`src/design/riscv_isa_pkg.sv`:
```
/*
 * RV32I base ISA definitions for the fetch frontend.
 * Holds the address and instruction widths and the major opcodes.
 */
package riscv_isa_pkg;

    // ------------------------------------------------------------------------
    // widths
    // ------------------------------------------------------------------------
    // virtual address width of the fetch path
    localparam int unsigned XLEN_VADDR = 32;
    // full word instructions only
    localparam int unsigned INSTR_W = 32;
    // byte distance to the sequential successor
    localparam int unsigned INSTR_BYTES = INSTR_W / 8;
    // major opcode lives in instr[6:0]
    localparam int unsigned OPCODE_W = 7;

    // ------------------------------------------------------------------------
    // major opcodes
    // ------------------------------------------------------------------------
    typedef enum logic [OPCODE_W-1:0] {
        OPC_LOAD     = 7'b000_0011,
        OPC_MISC_MEM = 7'b000_1111,
        OPC_OP_IMM   = 7'b001_0011,
        OPC_AUIPC    = 7'b001_0111,
        OPC_STORE    = 7'b010_0011,
        OPC_OP       = 7'b011_0011,
        OPC_LUI      = 7'b011_0111,
        // conditional branches with B-type immediate
        OPC_BRANCH   = 7'b110_0011,
        // indirect jump whose target is unknown at fetch
        OPC_JALR     = 7'b110_0111,
        // direct jump with J-type immediate
        OPC_JAL      = 7'b110_1111,
        OPC_SYSTEM   = 7'b111_0011
    } opcode_e;

endpackage

```
`src/design/frontend_pkg.sv`:
```
/*
 * Fetch frontend types.
 * Memory request and response, back-end resolve, scan and BHT results
 * and the fetch entry handed to the back-end.
 */
package frontend_pkg;

    // fetch address
    typedef logic [riscv_isa_pkg::XLEN_VADDR-1:0] vaddr_t;

    // control-flow class of a fetched instruction
    typedef enum logic [1:0] {
        NO_CF  = 2'd0,
        BRANCH = 2'd1,
        JUMP   = 2'd2
    } cf_e;

    // ------------------------------------------------------------------------
    // instruction memory port
    // ------------------------------------------------------------------------
    // accepted only with req high and kill low
    typedef struct packed {
        logic   req;
        logic   kill;
        vaddr_t vaddr;
    } imem_req_t;

    // data comes back one cycle after the accepted request
    typedef struct packed {
        logic                               valid;
        logic [riscv_isa_pkg::INSTR_W-1:0]  data;
    } imem_rsp_t;

    // ------------------------------------------------------------------------
    // prediction side
    // ------------------------------------------------------------------------
    // resolved control flow from the back-end
    typedef struct packed {
        logic   valid;
        vaddr_t pc;
        vaddr_t target;
        logic   is_taken;
        logic   is_mispredict;
        cf_e    cf;
    } resolve_t;

    // result of scanning one instruction
    typedef struct packed {
        cf_e    cf;
        vaddr_t imm;
    } scan_t;

    typedef struct packed {
        logic valid;
        logic taken;
    } bht_pred_t;

    // ------------------------------------------------------------------------
    // back-end entry
    // ------------------------------------------------------------------------
    typedef struct packed {
        vaddr_t                             addr;
        logic [riscv_isa_pkg::INSTR_W-1:0]  instr;
        cf_e                                cf;
        logic                               predicted_taken;
        vaddr_t                             predict_target;
    } fetch_entry_t;

    localparam fetch_entry_t FE_NONE_ENTRY = '0;

endpackage

```
`src/design/branch_scan.sv`:
```
/*
 * Branch scan.
 * Classifies the registered fetch as conditional branch or direct jump
 * and sign-extends its B-type or J-type offset.
 */
module branch_scan (
    input  logic [riscv_isa_pkg::INSTR_W-1:0]   instr_i,
    input  logic                                valid_i,
    output frontend_pkg::scan_t                 scan_o
);
    import riscv_isa_pkg::*;
    import frontend_pkg::*;

    opcode_e                opcode;
    logic [XLEN_VADDR-1:0]  imm_b;
    logic [XLEN_VADDR-1:0]  imm_j;

    assign opcode = opcode_e'(instr_i[OPCODE_W-1:0]);

    // B-type offset with bit 0 always zero
    assign imm_b = {{20{instr_i[31]}}, instr_i[7], instr_i[30:25], instr_i[11:8], 1'b0};

    // J-type offset
    assign imm_j = {{12{instr_i[31]}}, instr_i[19:12], instr_i[20], instr_i[30:21], 1'b0};

    always_comb begin
        scan_o.cf  = NO_CF;
        scan_o.imm = '0;
        if (valid_i) begin
            case (opcode)
                OPC_BRANCH: begin
                    scan_o.cf  = BRANCH;
                    scan_o.imm = imm_b;
                end
                OPC_JAL: begin
                    scan_o.cf  = JUMP;
                    scan_o.imm = imm_j;
                end
                // no BTB here so JALR stays sequential like any other opcode
                default: begin
                    scan_o.cf = NO_CF;
                end
            endcase
        end
    end

endmodule

```
`src/design/bht.sv`:
```
/*
 * Branch history table.
 * Two-bit saturating counters with a valid bit per entry, read with the
 * fetched PC and written by branches resolved in the back-end.
 */
module bht #(
    parameter int unsigned BHT_ENTRIES = 64
) (
    input  logic                    clk_i,
    input  logic                    npc_rst_load_q,
    input  frontend_pkg::vaddr_t    vpc_i,
    input  frontend_pkg::resolve_t  resolve_i,
    output frontend_pkg::bht_pred_t pred_o
);
    import frontend_pkg::*;

    localparam int unsigned IDX_W = $clog2(BHT_ENTRIES);

    logic [BHT_ENTRIES-1:0] valid_q;
    logic [1:0]             cnt_q [BHT_ENTRIES];

    logic [IDX_W-1:0]       rd_idx;
    logic [IDX_W-1:0]       wr_idx;
    logic                   upd;
    logic [1:0]             cnt_old;
    logic [1:0]             cnt_new;

    // word aligned PCs so bits [1:0] are skipped
    assign rd_idx = vpc_i[IDX_W+1:2];
    assign wr_idx = resolve_i.pc[IDX_W+1:2];

    // ------------------------------------------------------------------------
    // lookup
    // ------------------------------------------------------------------------
    // counter msb gives taken for 2 and 3
    assign pred_o.valid = valid_q[rd_idx];
    assign pred_o.taken = cnt_q[rd_idx][1];

    // ------------------------------------------------------------------------
    // update
    // ------------------------------------------------------------------------
    // only conditional branches train the table
    assign upd     = resolve_i.valid & (resolve_i.cf == BRANCH);
    assign cnt_old = cnt_q[wr_idx];

    always_comb begin
        if (!valid_q[wr_idx]) begin
            // first sighting starts weakly biased
            cnt_new = resolve_i.is_taken ? 2'd2 : 2'd1;
        end else if (resolve_i.is_taken) begin
            cnt_new = (cnt_old == 2'd3) ? 2'd3 : cnt_old + 2'd1;
        end else begin
            cnt_new = (cnt_old == 2'd0) ? 2'd0 : cnt_old - 2'd1;
        end
    end

    always_ff @(posedge clk_i) begin
        if (npc_rst_load_q) begin
            valid_q <= '0;
        end else if (upd) begin
            valid_q[wr_idx] <= 1'b1;
        end
    end

    // counter write for the resolved branch
    always_ff @(posedge clk_i) begin
        if (upd) begin
            cnt_q[wr_idx] <= cnt_new;
        end
    end

endmodule

```
`src/design/pc_gen.sv`:
```
/*
 * Next PC generation.
 * Picks the next fetch address from boot, prediction, sequential and
 * back-end redirect sources, drives the memory request and kill, and
 * completes the fetch entry with its prediction.
 */
module pc_gen (
    input  logic                                clk_i,
    input  logic                                npc_rst_load_q,
    input  frontend_pkg::vaddr_t                boot_addr_i,
    input  frontend_pkg::resolve_t              resolved_branch_i,
    input  logic                                eret_i,
    input  frontend_pkg::vaddr_t                epc_i,
    input  logic                                ex_valid_i,
    input  frontend_pkg::vaddr_t                trap_vector_base_i,
    input  logic                                set_pc_commit_i,
    input  frontend_pkg::vaddr_t                pc_commit_i,
    input  logic                                fetch_valid_i,
    input  frontend_pkg::vaddr_t                fetch_addr_i,
    input  logic [riscv_isa_pkg::INSTR_W-1:0]   fetch_instr_i,
    input  frontend_pkg::scan_t                 scan_i,
    input  frontend_pkg::bht_pred_t             bht_i,
    input  logic                                accept_i,
    output frontend_pkg::imem_req_t             imem_req_o,
    output frontend_pkg::fetch_entry_t          entry_o,
    output logic                                flush_o
);
    import riscv_isa_pkg::*;
    import frontend_pkg::*;

    vaddr_t npc_d;
    vaddr_t npc_q;
    vaddr_t predict_target;
    logic   branch_taken;
    logic   bp_valid;
    logic   is_mispredict;
    logic   req;
    logic   kill;
    logic   if_ready;

    // ------------------------------------------------------------------------
    // prediction
    // ------------------------------------------------------------------------
    // dynamic when the BHT knows the branch, else backward taken
    assign branch_taken   = bht_i.valid ? bht_i.taken : scan_i.imm[XLEN_VADDR-1];
    assign bp_valid       = fetch_valid_i & ((scan_i.cf == JUMP)
                            | ((scan_i.cf == BRANCH) & branch_taken));
    assign predict_target = fetch_addr_i + scan_i.imm;

    assign is_mispredict = resolved_branch_i.valid & resolved_branch_i.is_mispredict;
    assign flush_o       = is_mispredict | eret_i | ex_valid_i | set_pc_commit_i;

    // ------------------------------------------------------------------------
    // memory request
    // ------------------------------------------------------------------------
    // kill drops this request and the response landing now
    assign req      = accept_i & ~npc_rst_load_q;
    assign kill     = bp_valid | flush_o;
    assign if_ready = req & ~kill;

    assign imem_req_o.req   = req;
    assign imem_req_o.kill  = kill;
    assign imem_req_o.vaddr = npc_q;

    // later sources override earlier ones
    always_comb begin : npc_select
        if (npc_rst_load_q) begin
            npc_d = boot_addr_i;
        end else begin
            npc_d = npc_q;
        end
        // taken branch or jump in the fetch register
        if (bp_valid) begin
            npc_d = predict_target;
        end else if (fetch_valid_i && !accept_i) begin
            // entry stuck so refetch its successor later
            npc_d = fetch_addr_i + vaddr_t'(INSTR_BYTES);
        end
        if (if_ready) begin
            npc_d = npc_q + vaddr_t'(INSTR_BYTES);
        end
        if (is_mispredict) begin
            npc_d = resolved_branch_i.target;
        end
        if (eret_i) begin
            npc_d = epc_i;
        end
        if (ex_valid_i) begin
            npc_d = trap_vector_base_i;
        end
        // restart after the committing instruction
        if (set_pc_commit_i) begin
            npc_d = pc_commit_i + vaddr_t'(INSTR_BYTES);
        end
    end

    always_ff @(posedge clk_i) begin
        npc_q <= npc_d;
    end

    // completed entry for the output buffer
    always_comb begin
        entry_o                 = FE_NONE_ENTRY;
        entry_o.addr            = fetch_addr_i;
        entry_o.instr           = fetch_instr_i;
        entry_o.cf              = scan_i.cf;
        entry_o.predicted_taken = bp_valid;
        if (bp_valid) begin
            entry_o.predict_target = predict_target;
        end
    end

endmodule

```
`src/design/fetch_buffer.sv`:
```
/*
 * Fetch buffer.
 * Registers the memory response with the address of its request and
 * holds one completed entry toward the back-end.
 */
module fetch_buffer (
    input  logic                                clk_i,
    input  logic                                npc_rst_load_q,
    input  frontend_pkg::imem_rsp_t             imem_rsp_i,
    input  frontend_pkg::imem_req_t             req_i,
    input  logic                                flush_i,
    input  frontend_pkg::fetch_entry_t          entry_i,
    output logic                                fetch_valid_o,
    output frontend_pkg::vaddr_t                fetch_addr_o,
    output logic [riscv_isa_pkg::INSTR_W-1:0]   fetch_instr_o,
    output logic                                accept_o,
    output frontend_pkg::fetch_entry_t          fetch_entry_o,
    output logic                                fetch_entry_valid_o,
    input  logic                                fetch_entry_ready_i
);
    import riscv_isa_pkg::*;
    import frontend_pkg::*;

    // outstanding request
    logic                   pend_q;
    vaddr_t                 pend_addr_q;
    // fetch register
    logic                   fetch_valid_q;
    vaddr_t                 fetch_addr_q;
    logic [INSTR_W-1:0]     fetch_instr_q;
    // output buffer
    logic                   out_valid_q;
    fetch_entry_t           out_entry_q;

    logic                   space;
    logic                   move;
    logic                   load_rsp;

    // buffer empty or drained at this edge
    assign space    = ~out_valid_q | fetch_entry_ready_i;
    assign move     = fetch_valid_q & space & ~flush_i;
    // a response hitting a stuck fetch register is dropped and refetched
    assign load_rsp = imem_rsp_i.valid & pend_q & ~req_i.kill & ~flush_i
                      & (~fetch_valid_q | space);
    assign accept_o = space;

    // ------------------------------------------------------------------------
    // request tracking and fetch register
    // ------------------------------------------------------------------------
    always_ff @(posedge clk_i) begin
        if (npc_rst_load_q) begin
            pend_q        <= 1'b0;
            fetch_valid_q <= 1'b0;
        end else begin
            pend_q <= req_i.req & ~req_i.kill;
            if (flush_i) begin
                fetch_valid_q <= 1'b0;
            end else if (!fetch_valid_q || space) begin
                fetch_valid_q <= load_rsp;
            end
        end
    end

    always_ff @(posedge clk_i) begin
        pend_addr_q <= req_i.vaddr;
        if (load_rsp) begin
            fetch_addr_q  <= pend_addr_q;
            fetch_instr_q <= imem_rsp_i.data;
        end
    end

    // ------------------------------------------------------------------------
    // output buffer
    // ------------------------------------------------------------------------
    always_ff @(posedge clk_i) begin
        if (npc_rst_load_q || flush_i) begin
            out_valid_q <= 1'b0;
        end else if (space) begin
            out_valid_q <= move;
        end
    end

    always_ff @(posedge clk_i) begin
        if (move) begin
            out_entry_q <= entry_i;
        end
    end

    assign fetch_valid_o       = fetch_valid_q;
    assign fetch_addr_o        = fetch_addr_q;
    assign fetch_instr_o       = fetch_instr_q;
    assign fetch_entry_o       = out_entry_q;
    assign fetch_entry_valid_o = out_valid_q;

endmodule

```
`src/design/fetch_frontend.sv`:
```
/*
 * Instruction fetch frontend top level.
 * Branch scan and BHT look at the same registered fetch and pc_gen
 * merges both into the next request.
 */
module fetch_frontend #(
    parameter int unsigned BHT_ENTRIES = 64
) (
    input  logic                        clk_i,
    input  logic                        npc_rst_load_q,
    input  frontend_pkg::vaddr_t        boot_addr_i,
    input  frontend_pkg::resolve_t      resolved_branch_i,
    input  logic                        eret_i,
    input  frontend_pkg::vaddr_t        epc_i,
    input  logic                        ex_valid_i,
    input  frontend_pkg::vaddr_t        trap_vector_base_i,
    input  logic                        set_pc_commit_i,
    input  frontend_pkg::vaddr_t        pc_commit_i,
    output frontend_pkg::imem_req_t     imem_req_o,
    input  frontend_pkg::imem_rsp_t     imem_rsp_i,
    output frontend_pkg::fetch_entry_t  fetch_entry_o,
    output logic                        fetch_entry_valid_o,
    input  logic                        fetch_entry_ready_i
);
    import riscv_isa_pkg::*;
    import frontend_pkg::*;

    // registered fetch
    logic               fetch_valid;
    vaddr_t             fetch_addr;
    logic [INSTR_W-1:0] fetch_instr;
    // pc_gen to fetch_buffer
    logic               accept;
    logic               flush;
    fetch_entry_t       entry;
    scan_t              scan;
    bht_pred_t          bht_pred;

    fetch_buffer i_fetch_buffer (
        .clk_i               ( clk_i               ),
        .npc_rst_load_q      ( npc_rst_load_q      ),
        .imem_rsp_i          ( imem_rsp_i          ),
        .req_i               ( imem_req_o          ),
        .flush_i             ( flush               ),
        .entry_i             ( entry               ),
        .fetch_valid_o       ( fetch_valid         ),
        .fetch_addr_o        ( fetch_addr          ),
        .fetch_instr_o       ( fetch_instr         ),
        .accept_o            ( accept              ),
        .fetch_entry_o       ( fetch_entry_o       ),
        .fetch_entry_valid_o ( fetch_entry_valid_o ),
        .fetch_entry_ready_i ( fetch_entry_ready_i )
    );

    branch_scan i_branch_scan (
        .instr_i ( fetch_instr ),
        .valid_i ( fetch_valid ),
        .scan_o  ( scan        )
    );

    bht #(
        .BHT_ENTRIES ( BHT_ENTRIES )
    ) i_bht (
        .clk_i          ( clk_i             ),
        .npc_rst_load_q ( npc_rst_load_q    ),
        .vpc_i          ( fetch_addr        ),
        .resolve_i      ( resolved_branch_i ),
        .pred_o         ( bht_pred          )
    );

    pc_gen i_pc_gen (
        .clk_i              ( clk_i              ),
        .npc_rst_load_q     ( npc_rst_load_q     ),
        .boot_addr_i        ( boot_addr_i        ),
        .resolved_branch_i  ( resolved_branch_i  ),
        .eret_i             ( eret_i             ),
        .epc_i              ( epc_i              ),
        .ex_valid_i         ( ex_valid_i         ),
        .trap_vector_base_i ( trap_vector_base_i ),
        .set_pc_commit_i    ( set_pc_commit_i    ),
        .pc_commit_i        ( pc_commit_i        ),
        .fetch_valid_i      ( fetch_valid        ),
        .fetch_addr_i       ( fetch_addr         ),
        .fetch_instr_i      ( fetch_instr        ),
        .scan_i             ( scan               ),
        .bht_i              ( bht_pred           ),
        .accept_i           ( accept             ),
        .imem_req_o         ( imem_req_o         ),
        .entry_o            ( entry              ),
        .flush_o            ( flush              )
    );

endmodule

```
`config.mk`:
```
export PLATFORM = sky130hd
export DESIGN_NAME = fetch_frontend
export DESIGN_NICKNAME = d
export VERILOG_FILES = /design/src/design/riscv_isa_pkg.sv /design/src/design/frontend_pkg.sv /design/src/design/branch_scan.sv /design/src/design/bht.sv /design/src/design/pc_gen.sv /design/src/design/fetch_buffer.sv /design/src/design/fetch_frontend.sv
export SDC_FILE = /design/constraint.sdc
export NUM_CORES = 1
export LEC_CHECK = 0
export BUFFER_PORTS_ARGS = -buffer_cell sky130_fd_sc_hd__buf_4
export CAP_MARGIN = 20
export CORE_MARGIN = 2
export CORE_UTILIZATION = 35
export DETAILED_ROUTE_END_ITERATION = 7
export GPL_TIMING_DRIVEN = 0
export SLEW_MARGIN = 20
export SYNTH_ARGS = -nofsm -noshare
export SYNTH_HDL_FRONTEND = slang
export SYNTH_HIERARCHICAL = 1
export SYNTH_SLANG_ARGS = --single-unit
```
`constraint.sdc`:
```
create_clock -name clk_i -period 12.1 [get_ports clk_i]
set_clock_uncertainty 0.05 [all_clocks]
set_input_delay 1.21 -clock clk_i [delete_from_list [all_inputs] [get_ports clk_i]]
set_output_delay 1.21 -clock clk_i [all_outputs]
set_load 0.05 [all_outputs]
```
==> metrics.md <==
| Metric | Value |
|---|---|
| Sequential share of the synthesized area | 52.0% |
| CP endpoint kind | output pin |
| # H-tree levels | 2 |
| ANT nets after route | 0 |
| Reg-to-reg slack, setup | 5020 ps |
| HP Class | reg2reg |
| Clk slew on worst S/H paths | 60 ps |
| Pwr per Cell Area | 123 nW/um2 |
| Vias | 18,539 |
| Initial antenna violation count | 5 |
| Endpoints failing hold | 0 |
| Gpl congestion | 0.962 |
| Most common cell after layout, fill and taps aside | buf_4 |
| Hpwl dp | 67.3 mm |
| Share of cells above drive strength 1 | 28.6% |
| EDFF count, synth | 323 |
| Worst EP required | 10,840 ps |
| Post-CTS sizing | 0 |
| Warnings from Yosys | 6 |
| Post-synth top area cell | edfxtp_1 |
| RSZ-0062 raised after global routing | no |
| Final setup fails | 0 |
| Nets | 2,664 |
| Initial Utilization | 35.5% |
| Arr. time, crit path | 6380 ps |
| Fmax achieved | 0.131 GHz |
| Worst-Margin Slew | 1110 ps |
| Commonest cells after routing, fill and taps aside | 435 x buf_4, 323 x edfxtp_1, 291 x nor2_1, 123 x nand2_1, 99 x dfxtp_1 |
| Initial drt markers | 2,493 |
| Drt total wl | 86.7 mm |
| Pleak | 10.3 nW |
| Fin. max-slew vios | 0 |
| Die Area | 66,300 um2 |
| Utilization after layout | 44.1% |
| Syn_nets | 2,255 |
| Root buffer cell | clkbuf_16 |
| Number of synthesized register bits | 422 |
| ANT cells | 0 |
| Post-CTS Setup Inserts | 0 |
| Synthesized area | 22,500 um2 |
| DR WL/cell | 26.5 um |
| Vias in the first global route | 18,005 |
| Clk sinks | 422 |
| DRT Pass-1 Iters | 6 |
| DRC Markers | 0 |
| CTS tree | done |
| Synthesized netlist cell count | 1,984 |
| Max IR drop VDD | 79.6 uV |
| Top cell type's share of synthesized area | 43.2% |
| Maximum clock path buffer count | 3 |
| CTS Buf Count | 47 |
| GRT Overall Usage | 25.3% |
| Die height | 257 um |
| Hold WS | 323 ps |
| Async set-or-reset flop fraction in the synthesized netlist | 0% |
| Area Growth Syn to Fin | 24.2% |
| MaxCap Viol Count | 0 |
| CP Launch Type | flip-flop |
| Minimum clock period | 7640 ps |
| Core ar. | 63,300 um2 |
| Status | finished, final reports clean |
| FP Rows | 92 |
| Post-synth top flop | edfxtp_1 |
| Fin crit share | 63.2% |
| GRT overflow | 0 |
| Max FO, Critical Path | 10 |
| Largest net degree at the start of global routing | 65 |
| DR vias/cell | 5.66 |
| Slew margin rel. | 26.2% |
| Later-pin clock latency in the skew report | 630 ps |
| Syn Area/Cell | 11.3 um2 |
| CTS Hold Buffers Added | 0 |
| Synth top area cells | edfxtp_1 43%, dfxtp_1 8.8%, mux4_2 6.3%, nor2_1 4.9%, buf_4 2.9% |
| Die width | 257 um |
| FF-to-FF path depth | 16 |
| Worst hold path depth | 0 |
| Setup TNS | 0 ps |
| IO Port Bufs | 340 |
| WS Path Type | reg2out |
| First-pass GRT wire length | 123 mm |
| Ports | 370 |
| Netlist cell types | 104 |
layout make-up:
type | instances | area (um2)
fill | 5979 | 35400
sequential | 422 | 11700
multi-input combinational | 1338 | 9530
timing repair buffer | 360 | 2770
clock buffer | 69 | 1300
buffer | 185 | 1150
tap | 846 | 1060
clock inverter | 17 | 278
inverter | 39 | 146
critical path, cell delays in order (launching register included):
cell,delay (ps)
edfxtp_1,500
clkbuf_1,460
clkbuf_1,790
mux4_2,430
mux4_2,550
mux4_2,530
mux2i_1,220
o21a_1,160
buf_2,290
clkbuf_1,450
clkbuf_1,730
nand2_1,210
buf_4,220
buf_4,190
logic make-up (layout without fill, tap and decap cells):
family	count (synthesis)	count (layout)	share of synthesized area (%)
simple gates	688	688	15.0
flops	422	422	52.0
compound gates	406	406	12.5
buf+inv	224	670	5.76
mux	109	109	8.87
xor+xnor	99	99	3.86
fa+ha+maj	35	35	1.98
other cells	1	1	0.0167
metrics by stage:
stage	total power, W	cell area (um2)	worst slack (ps)	cells
finish	0.00344	27900	4460	3276
floorplan	0.00183	22500	2100	1984
global placement	0.00200	26100	-1920	3170
CTS	0.00347	27900	4520	3276
detailed placement	0.00201	26300	5210	3190
global route	0.00354	27900	4300	3276
where the power goes:
| part | switching, W | internal, W |
|---|---|---|
| Combinational | 0.000221 | 0.000127 |
| Sequential | 0.0000315 | 0.00160 |
| Clock | 0.000615 | 0.000843 |
state kept, by name (all words and copies together) (netlist names):
signal and count:
i_pc_gen/npc_q 32, i_fetch_buffer/fetch_instr_o 32, i_fetch_buffer/fetch_entry_o 99, i_fetch_buffer/pend_addr_q 32, i_fetch_buffer/fetch_addr_o 32, i_bht/valid_q 64, i_fetch_buffer/fetch_valid_o 1, i_bht/cnt_q 128
i_fetch_buffer/pend_q 1, i_fetch_buffer/fetch_entry_valid_o 1
layer usage:
layer / GRT usage, % / part of all wire (%)
met1: 36.7 / 44
met3: 4.62 / 8.9
met4: 7.03 / 2.7
met5: 0 / 0.066
met2: 38.7 / 44
cells in the mapped netlist (all sizes together), types with 6 or more instances:
master and n:
a211oi 41, a21o 13, a21oi 101, a221o 6, a221oi 20, a22oi 19, a31oi 8, and2 19
and3 25, buf 134, clkbuf 51, dfxtp 99, edfxtp 323, ha 34, inv 39, mux2 7
mux2i 33, mux4 69, nand2 123, nand2b 18, nand3 62, nand3b 9, nand4 27, nor2 293
nor2b 13, nor3 32, nor3b 13, nor4 8, nor4b 8, o211ai 16, o21a 9, o21ai 94
o21ba 9, o221ai 8, o22ai 8, o31ai 6, or3 13, or3b 8, xnor2 60, xor2 39
worst paths after layout:
| check | startpoint | endpoint |
|---|---|---|
| min | i_pc_gen/npc_q[1]$_DFFE_PP_ | i_fetch_buffer/pend_addr_q[1]$_DFF_P_ |
| max reg2reg | i_fetch_buffer/fetch_addr_o[3]$_DFFE_PP_ | i_fetch_buffer/fetch_addr_o[24]$_DFFE_PP_ |
| max | i_fetch_buffer/fetch_addr_o[3]$_DFFE_PP_ | imem_req_o[32] |
| min reg2reg | i_pc_gen/npc_q[1]$_DFFE_PP_ | i_fetch_buffer/pend_addr_q[1]$_DFF_P_ |
Power figures use the tool's default switching activity.
